`config.mk`:
```
export PLATFORM = sky130hd
export DESIGN_NAME = cache_pkt_encoder
export DESIGN_NICKNAME = d
export VERILOG_FILES = /design/src/source/bridge_pkg.sv /design/src/source/cache_pkt_encoder.sv
export SDC_FILE = /design/constraint.sdc
export NUM_CORES = 1
export LEC_CHECK = 0
export ABC_AREA = 1
export BUFFER_PORTS_ARGS = -buffer_cell sky130_fd_sc_hd__buf_2
export CORE_ASPECT_RATIO = 0.75
export CORE_MARGIN = 3
export CORE_UTILIZATION = 40
export DETAILED_ROUTE_END_ITERATION = 12
export PLACE_DENSITY = 0.84
export SKIP_CTS_REPAIR_TIMING = 1
export SLEW_MARGIN = 15
export SYNTH_ARGS = -nofsm -noshare
export SYNTH_HDL_FRONTEND = slang
export SYNTH_SLANG_ARGS = --single-unit
export TNS_END_PERCENT = 5
```
`constraint.sdc`:
```
create_clock -name clk_i -period 2.8 [get_ports clk_i]
set_clock_uncertainty 0.05 [all_clocks]
set_input_delay 0.14 -clock clk_i [delete_from_list [all_inputs] [get_ports clk_i]]
set_output_delay 0.14 -clock clk_i [all_outputs]
set_load 0.1 [all_outputs]
```
`src/source/bridge_pkg.sv`:
```
// Memory to cache bridge types
`default_nettype none

package bridge_pkg;

  // stream and cache word geometry
  localparam int data_width_c  = 64;
  localparam int mask_width_c  = data_width_c / 8;
  localparam int word_off_c    = $clog2(mask_width_c);
  localparam int block_bytes_c = 64;
  localparam int block_words_c = block_bytes_c / mask_width_c;
  localparam int addr_width_c  = 20;

  typedef enum logic [1:0] {
    msg_rd,
    msg_wr,
    msg_amo
  } msg_type_e;

  // log2 of the byte count
  typedef enum logic [2:0] {
    size_1  = 3'd0,
    size_2  = 3'd1,
    size_4  = 3'd2,
    size_8  = 3'd3,
    size_64 = 3'd6
  } msg_size_e;

  typedef enum logic [1:0] {
    subop_store,
    subop_amoswap,
    subop_amoadd,
    subop_lr
  } msg_subop_e;

  typedef struct packed {
    msg_type_e               msg_type;
    msg_subop_e              subop;
    msg_size_e               size;
    logic [addr_width_c-1:0] addr;
  } msg_header_s;

  typedef enum logic [3:0] {
    TAGST,
    LB, LH, LW, LD, LM,
    SB, SH, SW, SD, SM,
    AMOSWAP_D,
    AMOADD_D
  } cache_opcode_e;

  typedef struct packed {
    cache_opcode_e           opcode;
    logic [addr_width_c-1:0] addr;
    logic [data_width_c-1:0] data;
    logic [mask_width_c-1:0] mask;
  } cache_pkt_s;

  // one word of a command with its own address
  typedef struct packed {
    msg_header_s             header;
    logic [addr_width_c-1:0] addr;
    logic [data_width_c-1:0] data;
  } pump_beat_s;

endpackage

`default_nettype wire

```
`src/source/cache_pkt_encoder.sv`:
```
// Cache packet encoder
`timescale 1ns/1ps
`default_nettype none

module cache_pkt_encoder #(
  parameter int num_lines_p      = 16,
  parameter int words_per_line_p = 8
) (
  input  wire                     clk_i,
  input  wire                     reset_i,
  input  bridge_pkg::pump_beat_s  beat_i,
  input  wire                     beat_v_i,
  output logic                    beat_yumi_o,
  input  wire                     beat_new_i,
  output logic                    hdr_push_o,
  input  wire                     hdr_full_i,
  output bridge_pkg::cache_pkt_s  pkt_o,
  output logic                    pkt_v_o,
  input  wire                     pkt_ready_i,
  input  wire                     clear_resp_v_i,
  output logic                    clear_resp_yumi_o
);

  import bridge_pkg::*;

  localparam int clear_num_lp = num_lines_p * words_per_line_p;
  localparam int cnt_w_lp     = $clog2(clear_num_lp + 1);
  localparam logic [cnt_w_lp-1:0] clear_last_lp = cnt_w_lp'(clear_num_lp);

  typedef enum logic [1:0] {
    RESET,
    CLEAR_TAG,
    READY
  } enc_state_e;

  enc_state_e              state_r, state_n;
  logic [cnt_w_lp-1:0]     sent_r, sent_n;
  logic [cnt_w_lp-1:0]     recv_r, recv_n;
  logic [data_width_c-1:0] rep_data;
  logic [mask_width_c-1:0] mask;
  cache_opcode_e           opcode;
  msg_header_s             hdr;

  assign hdr = beat_i.header;

  // narrow stores are replicated across the word, the mask picks the lane
  always_comb
  begin
    case (hdr.size)
      size_1:
      begin
        rep_data = {8{beat_i.data[7:0]}};
        mask     = mask_width_c'(1) << beat_i.addr[2:0];
      end
      size_2:
      begin
        rep_data = {4{beat_i.data[15:0]}};
        mask     = mask_width_c'(2'b11) << {beat_i.addr[2:1], 1'b0};
      end
      size_4:
      begin
        rep_data = {2{beat_i.data[31:0]}};
        mask     = mask_width_c'(4'hf) << {beat_i.addr[2], 2'b00};
      end
      default:
      begin
        rep_data = beat_i.data;
        mask     = '1;
      end
    endcase
  end

  always_comb
  begin
    case (hdr.msg_type)
      msg_rd:
        case (hdr.size)
          size_1:  opcode = LB;
          size_2:  opcode = LH;
          size_4:  opcode = LW;
          size_8:  opcode = LD;
          default: opcode = LM;
        endcase
      msg_wr:
        case (hdr.size)
          size_1:  opcode = SB;
          size_2:  opcode = SH;
          size_4:  opcode = SW;
          size_8:  opcode = SD;
          default: opcode = SM;
        endcase
      default:
        case (hdr.subop)
          subop_amoswap: opcode = AMOSWAP_D;
          subop_amoadd:  opcode = AMOADD_D;
          default:       opcode = SD;
        endcase
    endcase
  end

  always_comb
  begin
    state_n           = state_r;
    sent_n            = sent_r;
    recv_n            = recv_r;
    pkt_o             = '0;
    pkt_v_o           = 1'b0;
    beat_yumi_o       = 1'b0;
    clear_resp_yumi_o = 1'b0;
    case (state_r)
      RESET:
        state_n = CLEAR_TAG;
      CLEAR_TAG:
      begin
        // one tag store per word index, each clears its whole line
        pkt_o.opcode      = TAGST;
        pkt_o.addr        = addr_width_c'({sent_r, {word_off_c{1'b0}}});
        pkt_v_o           = (sent_r != clear_last_lp);
        clear_resp_yumi_o = clear_resp_v_i;
        if (pkt_v_o && pkt_ready_i)
          sent_n = sent_r + 1'b1;
        if (clear_resp_v_i)
          recv_n = recv_r + 1'b1;
        if ((sent_r == clear_last_lp) && (recv_r == clear_last_lp))
          state_n = READY;
      end
      default:
      begin
        pkt_o.opcode = opcode;
        pkt_o.addr   = beat_i.addr;
        pkt_o.data   = rep_data;
        pkt_o.mask   = mask;
        // hold a new message back while the header FIFO is full
        pkt_v_o      = beat_v_i & ~(beat_new_i & hdr_full_i);
        beat_yumi_o  = pkt_v_o & pkt_ready_i;
      end
    endcase
  end

  assign hdr_push_o = beat_yumi_o & beat_new_i;

  always_ff @(posedge clk_i)
  begin
    if (reset_i)
    begin
      state_r <= RESET;
      sent_r  <= '0;
      recv_r  <= '0;
    end
    else
    begin
      state_r <= state_n;
      sent_r  <= sent_n;
      recv_r  <= recv_n;
    end
  end

endmodule

`default_nettype wire

```
* Word-level counts from Yosys, hierarchy flattened *
Cells that the tools add are included.

cells by class
  $add $sub $neg = 2
  multiply operators = 0
  divide/modulo/power cells = 0
  order comparisons = 0
  equality and inequality tests = 11
  shift-type cells = 3
  muxes and demuxes = 13
  bitwise gates (word level) = 5
  reduce and logical (&&, ||, !) cells = 10

operator list
  operator                                                            count
  64-bit case mux with 3 select lines                                 1
  72-bit two-way mux                                                  1
  24-bit case mux with 2 select lines                                 1
  8-bit case mux with 3 select lines                                  1
  8-bit by 1-bit adder with 8-bit output (second input constant)      2
  8-bit == test (second input constant)                               2
  4-bit case mux with 4 select lines                                  1
  3-bit case mux with 4 select lines                                  1
  8-bit != test (second input constant)                               1
  4-bit case mux with 2 select lines                                  1
  1-bit by 3-bit << shifter with 8-bit output (first input constant)  1
  2-bit by 3-bit << shifter with 8-bit output (first input constant)  1
  4-bit by 3-bit << shifter with 8-bit output (first input constant)  1
  2-bit by 1-bit == test with 1-bit output (second input constant)    3
  3-bit by 2-bit == test with 1-bit output (second input constant)    2
  3-bit case mux with 2 select lines                                  1
  2-bit AND reduction                                                 3
  1-bit AND                                                           4
  2-bit logical NOT                                                   2
  2-bit case mux with 2 select lines                                  1
  3-bit by 1-bit == test with 1-bit output (second input constant)    1
  3-bit logical NOT                                                   1
  2-bit == test (second input constant)                               1
  1-bit logical AND                                                   2
  other kinds (7)                                                     8

storage, ports and cells
  register bits after elaboration = 18
  bits in latches = 0
  RAM bits = 0
  bits in read-only memories = 0
  output and inout bits = 100
  logic and storage cells = 47
  memories = 0

* Logic depth before layout (Yosys ltp) *
Gate-level depths: netlist (run 1).

  depth in word-level cells = 6
  gate-level depth with buffers = 9
  mapped depth without buffers = 8

* Worst setup path before layout (run 1) *
Ideal clock, no wire load.

  path type = register to output
  from = register state_r[1]
  to = output port hdr_push_o
  data arrival time = 2.910 ns
  required time = 2.610 ns
  slack = -0.300 ns
  stages on the path, launching flop included = 4
  cells stage by stage = dfxtp_1 > buf_2 > nand3_1 > nor3b_1

on the way
  word-level cells in the longest chain between the ends = 4
  elaborated cells between the ends (all ways) = 5
  those cells by class = eq/ne: 1; mux: 1; bitwise: 1; reduce/logical: 2

ends and longest elaborated chain
  element                                                                        RTL line                  text
  start, declared                                                                cache_pkt_encoder.sv:36   enc_state_e state_r, state_n;
  start signal, assigned                                                         cache_pkt_encoder.sv:152  state_r <= state_n;
  2-bit by 1-bit == test with 1-bit output or 2-bit logical NOT (tied branches)  cache_pkt_encoder.sv:110  case (state_r)
  2-bit OR reduction (no source line) *                                          --
  1-bit two-way mux *                                                            cache_pkt_encoder.sv:110
  1-bit AND *                                                                    cache_pkt_encoder.sv:140  assign hdr_push_o = beat_yumi_o & beat_new_i;
  end, declared                                                                  cache_pkt_encoder.sv:15   output logic hdr_push_o,

Every way passes the cells marked *; elsewhere a longest branch is shown, timed or not.

==> results of run 1 <==
-- cell usage after synthesis, types with 4 or more instances --
| cell | number | area (sq um) |
|---|---|---|
| nand3_1 | 31 | 155.2 |
| o211ai_1 | 5 | 37.54 |
| inv_2 | 7 | 26.28 |
| nor2_1 | 119 | 446.7 |
| nor3_1 | 5 | 25.02 |
| o21ai_1 | 10 | 50.05 |
| nand4_1 | 9 | 56.30 |
| nand2_1 | 124 | 465.5 |
| dfxtp_1 | 18 | 360.4 |
| a21oi_1 | 30 | 150.1 |
| buf_2 | 5 | 25.02 |
| a21oi_2 | 4 | 35.03 |
| inv_1 | 64 | 240.2 |
| o21ai_0 | 35 | 175.2 |
| ha_1 | 4 | 50.05 |
| clkbuf_1 | 8 | 30.03 |
| buf_1 | 4 | 15.01 |
-- kinds of logic (layout without fill, tap and decap cells) --
| family | Yosys count | in the layout |
|---|---|---|
| DFF | 18 | 18 |
| AOI/OAI and AO/OA | 87 | 87 |
| xor gates and xnor gates | 3 | 3 |
| and+or+nand+nor | 303 | 303 |
| buffers and inverters | 92 | 277 |
| adders and majority gates | 4 | 4 |
-- stage by stage --
stage / setup WS (ps) / std cells / power [mW] / hold WS, ps
after floorplan: -290.0 / 507 / 0.4137 / 159.1
after global placement: 787.7 / 766 / 0.5138 / 419.6
after detailed placement: 711.9 / 766 / 0.5239 / 451.8
after CTS: 608.5 / 770 / 0.7392 / 182.0
after global routing: 458.0 / 770 / 0.7853 / 192.9
final: 609.4 / 770 / 0.7373 / 191.7
-- worst max-delay path: cells and delay by family (launching register included) --
| family | cells | cell delay [ps] |
|---|---|---|
| buffers and inverters | 3 | 850 |
| DFF | 1 | 600 |
| and+or+nand+nor | 3 | 280 |
-- final cells by class --
cell class	instances	area, sq um
Timing Repair Buffer	202	1023
Inverter	71	266.5
Clock buffer	4	55.05
Sequential cell	18	361.6
Multi-Input combinational cell	397	1824
Tap cell	78	97.59
Fill cell	604	2347
-- state kept, by name (all words and copies together), names as in the netlist --
| register | count |
|---|---|
| recv_r | 8 |
| state_r | 2 |
| sent_r | 8 |
-- layer usage --
metal | GRT usage [%] | up-vias
met5 | 0 | -
met2 | 40.57 | 200
met4 | 4.848 | 0
met1 | 35.70 | 1670
met3 | 4.352 | 10
li1 | - | 1969
-- power by group --
group	internal (mW)	total (mW)	switching [mW]
Combinational	0.0933	0.257	0.163
Sequential	0.260	0.264	0.00413
Clock	0.125	0.216	0.0911
-- how the worst min path moves through the flow --
| stage | from | end | cells after the start |
|---|---|---|---|
| detailed placement | recv_r[1] | recv_r[1] | 2 |
| floorplan | reset_i | sent_r[1] | 1 |
| CTS | reset_i | sent_r[5] | 2 |
| global route | reset_i | sent_r[2] | 2 |
| global placement | recv_r[7] | recv_r[7] | 2 |
| finish | reset_i | sent_r[1] | 2 |
==> results.md, run 1 <==
* DRC viols at 0
* Net Count, Synth at 629
* Fin crit period at 2191 ps
* Relative max-transition margin at between 60% and 70%
* Post-Route WL at 10,170 um
* Final core utilization at roughly 61%
* Slew @ Worst Pin at roughly 500 ps
* 1st-iter DRT viols at 161
* Hold Crit Class: in2reg
* Routability cong. at 0.9852
* Most frequent cells in the layout: buf_2, nand2_1, nor2_1, inv_1, o21ai_0
* YS warnings at 0
* Leakage at between 2 and 2.5 nW
* Flop-to-flop setup slack at 910 ps
* Status: completed
* Crit path from: state_r[1]
* Final period util at 78.23%
* WP data arrival at ~2000 ps
* CP Data Required Time at approximately 2600 ps
* Ports at between 200 and 250
* Worst Reg-to-Reg Cells at 6
* Synth Area in Compound Gates at a little under a fifth
* PortBufs at around 200
* Clk sinks at 18
* Dpl cell area at around 0.0036 sq mm
* PD cells at between 200 and 250 mW/mm^2
* Vias in the first global route at between 3,000 and 4,000
* Starting density of the core at roughly 43%
* Num rows at 24
* Crit. End Element: output port
* Endpoints failing setup at 0
* Met3 Wirelength at ~970 um
* Via Count at approximately 3,800
* Synthesized cell area at roughly 0.0026 sq mm
* Worst Path Max Fanout at 26
* Die area at about 0.0074 sq mm
* Dominant synthesized flop cell: dfxtp_1
* RSZ-0062 raised after global routing: false
* Final Hold Vio Count at 0
* Most used cell along the critical path: nand3_1
* First-pass GRT wire length at between 15,000 and 20,000 um
* Post-route cell area at about 0.0036 sq mm
* Clk buf depth at 2
* Die W at 98.22 um
* Via density at around 5
* Layout cell share with drive strength beyond 1 at between 30% and 40%
* Slew Limit Fails at 0
* Setup tns final at 0 ps
* #FFs+latches synth at 18
* Core ar. at 0.005976 sq mm
* Number of flops mapped to enable cells by yosys at 0
* Die Ht at roughly 75 um
* Crit path cell chain: buf_4 > nand2_1 > inv_1 > nand3_1 > nand3_1 > buf_2
* F_max at 0.4565 GHz
* Skew-Pair Late Insertion Delay at 250 ps
* Antenna cells at 0
* Async S/R FF share, synth at 0%
* Mean area per synthesized cell at between 5 and 6 sq um
* Synth Area in XOR/XNOR at roughly 1%
* GRT Residual Overflow at 0
* Synth unique cells at 32
* CTS Root Cell: clkbuf_8
* CP endpoint: pkt_o[7]
* Worst vdd rail ir drop at approximately 0.16 mV
* Max Cap Viol at 0
* Met1 WL at 4429 um
* Area growth syn-to-layout at 42.23%
* Commonest non-fill, non-tap cell in the layout: buf_2
* Main combinational cell family by area after synthesis: simple AND/OR/NAND/NOR gates
* WL met2 at about 4700 um
* Pin count of the biggest net entering global routing at 27
* NumNets Final at between 800 and 900
* Cells after Synth at between 500 and 600
* H-tree depth at 1
* Critical R2R Launch: state_r[1]
* Clock tree from TritonCTS: done
* Number of CTS-inserted buffers at 3
* Clock transition at path regs at roughly 70 ps
* DR pass1 iterations at 5
* Routed Antenna Nets at 0
* Initial antenna violation count at 0
* Sequential area share after synthesis at between 10% and 20%
* GRT Util Overall at between 20% and 30%
* Dpl hpwl at about 8400 um
* Max layer used: met4
* Startpoint class of the critical path: flip-flop
* Adder-cell share of the synthesized area at 1.962%
* Multiplexer share of the synthesized area at 0%
* CP Class: reg2out
* Reg2reg end: sent_r[6]
* CP max-delay cell: dfxtp_2
* Simple-gate share of the synthesized area at between 40% and 50%
* WL/cell at between 10 and 15 um
* CP peak stage delay at around 600 ps
No activity file was read; power rests on OpenSTA's default activity.
==> run 2: changes to the inputs <==
Settings changed: CORE_UTILIZATION 40 to 39, PLACE_DENSITY 0.84 to 0.82.
Clock period 2.8 ns to 2.11 ns, I/O delays scaled along.
==> run 2 against run 1 <==
Effect of this change: worst setup slack worse by 450 ps; register-to-register slack worse by 460 ps; critical path depth up 2; combinational power up 41%; clock-buffer cell count down 1; power up 30%; global-route usage up 4.3 points; highest routed layer unchanged; sequential share of layout area down 2.2 points; design area up 28%.
==> results.md, run 2 (synthesis gave the netlist of run 1 again) <==
* Status: completed (unchanged)
* Via Count at 4,001 (was 3,849)
* Reg2reg end: recv_r[4] (was sent_r[6])
* Worst vdd rail ir drop at 0.2294 mV (was 0.1588 mV)
* Dpl hpwl at 9597 um (was 8365 um)
* Endpoints failing setup at 0 (unchanged)
* Leakage at 2.440 nW (was 2.261 nW)
* Commonest non-fill, non-tap cell in the layout: buf_2 (unchanged)
* H-tree depth at 1 (unchanged)
* F_max at 0.5125 GHz
* Routed Antenna Nets at 0 (unchanged)
* Via density at 5.189 (was 4.999)
* Ports at 218 (unchanged)
* GRT Residual Overflow at 0 (unchanged)
* Die Ht at 76.05 um (was 75.17 um)
* Total power at 0.9576 mW (was 0.7373 mW)
* Slew @ Worst Pin at 507.4 ps (was 502.4 ps)
* Vias in the first global route at 3,789 (was 3,221)
* WP data arrival at 1800 ps (was 2000 ps)
* First-pass GRT wire length at 18,420 um (was 15,410 um)
* Crit. End Element: output port (unchanged)
* Startpoint class of the critical path: input port (was flip-flop)
* PortBufs at 197 (unchanged)
* Initial antenna violation count at 0 (unchanged)
* Starting density of the core at 42.06% (was 42.69%)
* Worst Path Max Fanout at 21 (was 26)
* Clk sinks at 18 (unchanged)
* Setup tns final at 0 ps (unchanged)
* PD cells at 206.7 mW/mm^2 (was 203.2 mW/mm^2)
* Final Worst Setup Slack at 158.8 ps (was 609.4 ps)
* Hold Crit Class: in2reg (unchanged)
* Most frequent cells in the layout: buf_2, nand2_1, nor2_1, buf_12, inv_1 (was buf_2, nand2_1, nor2_1, inv_1, o21ai_0)
* Hold Crit Depth at 3 (was 2)
* CTS Root Cell: clkbuf_8 (unchanged)
* DRC viols at 0 (unchanged)
* Clock transition at path regs at 70 ps (about the same)
* Critical R2R Launch: state_r[1] (unchanged)
* Fin crit period at 1951 ps
* Top flop regs: recv_r (8), sent_r (8), state_r (2) (unchanged)
* Area growth syn-to-layout at 81.61% (was 42.23%)
* Number of CTS-inserted buffers at 3 (unchanged)
* Clock tree from TritonCTS: done (unchanged)
* WL/cell at 14.99 um (was 13.21 um)
* 1st-iter DRT viols at 191 (was 161)
* NumNets Final at 817 (was 815)
* Skew-Pair Late Insertion Delay at 250 ps (about the same)
* Final period util at between 90 and 100%
* Slew Limit Fails at 0 (unchanged)
* Max Cap Viol at 0 (unchanged)
* Final Hold Vio Count at 0 (unchanged)
* HP Start: pkt_ready_i (was reset_i)
* Die W at 99.39 um (was 98.22 um)
* Num rows at 24 (unchanged)
* Post-Place Worst Slack at 244.6 ps (was 711.9 ps)
* Clk buf depth at 2 (unchanged)
* Antenna cells at 0 (unchanged)
* Crit path from: beat_i[106] (was state_r[1])
* Worst Reg-to-Reg Cells at 8 (was 6)
* Relative max-transition margin at 66.41% (was 66.73%)
* DR pass1 iterations at 5 (unchanged)
* WHS Endpoint: sent_r[6] (was sent_r[1])
* Pin count of the biggest net entering global routing at 28 (was 27)
* Core ar. at 0.006066 sq mm (was 0.005976 sq mm)
* Routability cong. at 0.9477 (was 0.9852)
* CP Data Required Time at 1950 ps (was 2610 ps)
* Flop-to-flop setup slack at 450 ps (was 910 ps)
* Die area at 0.007558 sq mm (was 0.007382 sq mm)
* Layout cell share with drive strength beyond 1 at 33.19% (was 33.09%)
* Post-Route WL at 11,560 um (was 10,170 um)
* RSZ-0062 raised after global routing: false (unchanged)
* GRT Util Overall at 29.40% (was 25.11%)
* CP Class: in2out (was reg2out)
-- run 2: where the power goes --
group | internal, mW | switching (mW) | total [mW]
logic | 0.138 | 0.225 | 0.363
clock network | 0.127 | 0.117 | 0.244
registers | 0.346 | 0.00513 | 0.351
total | 0.611 | 0.347 | 0.958
-- run 2: critical path, stage by stage --
cell and delay, ps:
buf_2 130, inv_2 90, nand2_2 260, nor2_1 410, nor2_1 100, o21ai_0 330, nor2_1 170, buf_12 200
-- run 2: worst max path at each step --
| stage | endpoint | slack, ps | cells after the start |
|---|---|---|---|
| 3_5_place_dp | pkt_o[34] | 240 | 8 |
| 4_1_cts | pkt_o[93] | 220 | 4 |
| 5_1_grt | pkt_o[34] | 80 | 8 |
| 2_1_floorplan | pkt_o[75] | -850 | 4 |
| 6_report | pkt_o[34] | 160 | 8 |
| 3_3_place_gp | pkt_o[33] | 310 | 8 |
-- run 2: area by class of cell --
class | instances | area [sq um]
Fill cell | 450 | 1433
Sequential cell | 18 | 361.6
Clock buffer | 3 | 41.29
Tap cell | 78 | 97.59
Multi-Input combinational cell | 397 | 1824
Inverter | 71 | 266.5
Timing Repair Buffer | 204 | 2042
-- run 2: metal layers --
metal / GRT usage [%] / part of all wire [%] / wire (um)
met4: 7.094 / 2.5 / 293
met2: 51.68 / 49 / 5698
met5: 0 / 0 / 0
met3: 5.215 / 9.1 / 1054
met1: 36.99 / 39 / 4514
-- run 2: per-stage QoR --
stage / cells / area (sq um) / hold WS [ps] / utilization (%)
final: 771 / 4633 / 153.8 / 76.38
after global routing: 771 / 4633 / 162.8 / 76.38
after CTS: 771 / 4633 / 151.2 / 76.38
after detailed placement: 768 / 4592 / 422.3 / 75.70
after global placement: 768 / 4592 / 411.7 / 75.70
after floorplan: 507 / 2556 / 124.6 / -
==> run 3: changes to the inputs <==
Settings changed: ABC_AREA 1 to unset, CORE_UTILIZATION 39 to 40, CTS_BUF_LIST set to sky130_fd_sc_hd__clkbuf_8 sky130_fd_sc_hd__clkbuf_16.
Clock period 2.11 ns to 1.85 ns, I/O delays scaled along.
==> run 3 against run 2 <==
Effect of this change: power rose by 26%; critical path depth fell by 4; design area rose by 13%; hold slack improved by 9.9 ps; global-route usage rose by 1.9 points; combinational power rose by 33%; sequential share of layout area fell by 0.88 points; core utilization rose by 5.6 points; critical endpoint is now pkt_o[75]; highest routed layer unchanged.
==> results.md, run 3 <==
* Status: completed (unchanged)
* Clock tree from TritonCTS: done (unchanged)
* Mean area per synthesized cell at 6.858 sq um (was 5.032 sq um)
* Core ar. at 0.006412 sq mm (was 0.006066 sq mm)
* Area growth syn-to-layout at 95.08% (was 81.61%)
* Commonest non-fill, non-tap cell in the layout: buf_2 (unchanged)
* Layout cell share with drive strength beyond 1 at 44.29% (was 33.19%)
* WP data arrival at 1650 ps (was 1800 ps)
* DR pass1 iterations at 5 (unchanged)
* First-pass GRT wire length at 19,650 um (was 18,420 um)
* Worst path top cell family by delay: buffers and inverters (was simple AND/OR/NAND/NOR gates)
* CTS Root Cell: clkbuf_8 (unchanged)
* Worst Reg-to-Reg Cells at 5 (was 8)
* Vias in the first global route at 3,936 (was 3,789)
* Skew-Pair Late Insertion Delay at 250 ps (about the same)
* Leakage at 2.263 nW (was 2.440 nW)
* Worst vdd rail ir drop at 0.1936 mV (was 0.2294 mV)
* Number of flops mapped to enable cells by yosys at 0 (unchanged)
* CP max-delay cell: buf_2 (was nor2_1)
* Relative max-transition margin at 67.42% (was 66.41%)
* Via Count at 3,955 (was 4,001)
* Crit path buf inv count at 2 (was 3)
* Most frequent cells in the layout: buf_2, buf_12, nand2_1, nor2_1, a21boi_1 (was buf_2, nand2_1, nor2_1, buf_12, inv_1)
* Die Ht at 77.09 um (was 76.05 um)
* GRT Residual Overflow at 0 (unchanged)
* Clock transition at path regs at 70 ps (about the same)
* Top cells by count, synth: nand2_1, nor2_1, and2_1, o21ai_0, o22ai_1 (was nand2_1, nor2_1, inv_1, o21ai_0, nand3_1)
* Slew Limit Fails at 0 (unchanged)
* Startpoint class of the critical path: flip-flop (was input port)
* Net Count, Synth at 515 (was 629)
* CP endpoint: pkt_o[75] (was pkt_o[34])
* Min Hold Slack at 163.7 ps (was 153.8 ps)
* Dpl hpwl at 10,360 um (was 9597 um)
* DRC viols at 0 (unchanged)
* Via density at 5.912 (was 5.189)
* WL/cell at 18.93 um (was 14.99 um)
* Die W at 100.8 um (was 99.39 um)
* Synth unique cells at 57 (was 32)
* Fin crit period at approximately 1800 ps
* Flop-to-flop setup slack at 210 ps (was 450 ps)
* Cells after Synth at 393 (was 507)
* Critical R2R Launch: state_r[1] (unchanged)
* H-tree depth at 1 (unchanged)
* Pin count of the biggest net entering global routing at 33 (was 28)
* Ranking of synthesized cells by area: dfxtp_1, nand2_1, and2_1 (was nand2_1, nor2_1, dfxtp_1)
* Yosys top cell area share at 13.37% (was 18.24%)
* Top flop regs: recv_r (8), sent_r (8), state_r (2) (unchanged)
* #FFs+latches synth at 18 (unchanged)
* GRT Util Overall at 31.32% (was 29.40%)
* CP Data Required Time at 1710 ps (was 1950 ps)
* Slew @ Worst Pin at 492.1 ps (was 507.4 ps)
* NumNets Final at 710 (was 817)
* WP depth at 4 (was 8)
* Synthesized cell area at 0.002695 sq mm (was 0.002551 sq mm)
* Clk sinks at 18 (unchanged)
* Endpoints failing setup at 0 (unchanged)
* Clk buf depth at 2 (unchanged)
* Post-Place Worst Slack at 127.5 ps (was 244.6 ps)
* Final period util at just under 100%
* Crit. End Element: output port (unchanged)
* CP Class: reg2out (was in2out)
* YS warnings at 0 (unchanged)
* Async S/R FF share, synth at 0% (unchanged)
* Fill count at 361 (was 450)
* Post-Route WL at 12,670 um (was 11,560 um)
* Initial antenna violation count at 1 (was 0)
* Final Worst Setup Slack at 56.92 ps (was 158.8 ps)
* Die area at 0.007769 sq mm (was 0.007558 sq mm)
* Worst Path Max Fanout at 13 (was 21)
* Sequential area share after synthesis at 13.37% (was 14.12%)
* CP peak stage delay at 420 ps (was 410 ps)
* Cell with the most instances after synthesis: nand2_1 (unchanged)
* 1st-iter DRT viols at 230 (was 191)
* Crit path from: state_r[1] (was beat_i[106])
* Number of CTS-inserted buffers at 3 (unchanged)
* Routed Antenna Nets at 0 (unchanged)
* Max Cap Viol at 0 (unchanged)
* Synth area leader: dfxtp_1 (was nand2_1)
* Num rows at 25 (was 24)
* Routability cong. at 0.9078 (was 0.9477)
* PD cells at 228.8 mW/mm^2 (was 206.7 mW/mm^2)
* Hold Crit Class: in2reg (unchanged)
* PortBufs at 197 (unchanged)
* Reg2reg end: recv_r[7] (was recv_r[4])
* Crit path cell chain: buf_4 > nor2b_1 > a22o_1 > buf_2 (was buf_2 > inv_2 > nand2_2 > nor2_1 > nor2_1 > o21ai_0 > nor2_1 > buf_12)
* F_max at 0.5577 GHz
* Dominant synthesized flop cell: dfxtp_1 (unchanged)
* Starting density of the core at 42.03% (was 42.06%)
* Ports at 218 (unchanged)
* Final Hold Vio Count at 0 (unchanged)
## run 3: changes by cell type in the layout (fill, tap and decap cells not counted), sizes merged, moves of 24 or more
cell,change
nor2,-94
inv,-57
nand2,-60
nand3,-24
a21boi,+30
## run 3: worst min-delay path by stage
stage,from,to,slack (ps),cells past startpoint
detailed placement,reset_i,recv_r[4],420,2
finish,reset_i,recv_r[2],160,2
global placement,reset_i,recv_r[4],410,2
global route,reset_i,recv_r[4],170,2
floorplan,pkt_ready_i,sent_r[3],270,3
CTS,reset_i,sent_r[3],160,2
## run 3: power breakdown
part / total (mW) / leakage, nW / switching (mW) / internal [mW]
Combinational: 0.484 / 2.09 / 0.295 / 0.189
Clock: 0.319 / 0.0288 / 0.129 / 0.189
Sequential: 0.401 / 0.147 / 0.00770 / 0.393
Total: 1.20 / 2.26 / 0.432 / 0.771
## run 3: kinds of logic (layout without fill, tap and decap cells)
family	Yosys count	in the layout	share of synthesized area (%)
adder cells (fa/ha/maj)	4	4	1.857
buffers and inverters	44	238	10.03
flip-flops	18	18	13.37
other	0	1	0
XOR/XNOR	14	14	4.550
AND/OR/NAND/NOR	163	163	30.18
AO/OA/AOI/OAI	142	142	37.00
multiplexers	8	8	3.018
## run 3: final cells by class
cell class	instances	area (sq um)	share of cell area (%)
repair buffers	220	2545	48.41
multi-input cells	331	2135	40.60
diodes	1	2.502	0.04760
flip-flops and latches	18	364.1	6.925
clock buffers	4	55.05	1.047
well taps	81	101.3	1.928
inverters	14	55.05	1.047
## run 3: per-stage QoR
step | power (mW) | TNS, ps | cells | utilization, % | area, sq um
3_3_place_gp | 0.8498 | 0 | 663 | 80.43 | 5157
4_1_cts | 1.198 | -2241 | 667 | 81.29 | 5213
5_1_grt | 1.272 | -0.8745 | 669 | 81.99 | 5258
2_1_floorplan | 0.6651 | -22750 | 393 | - | 2743
3_5_place_dp | 0.8781 | 0 | 663 | 80.43 | 5157
6_report | 1.203 | 0 | 669 | 81.99 | 5258
## run 3: metal layers
metal	routed length (um)	GRT usage, %	share of wire [%]
met3	1073	6.091	8.5
met4	638	13.32	5.0
met1	4612	35.95	36
met2	6341	55.72	50
met5	0	0	0
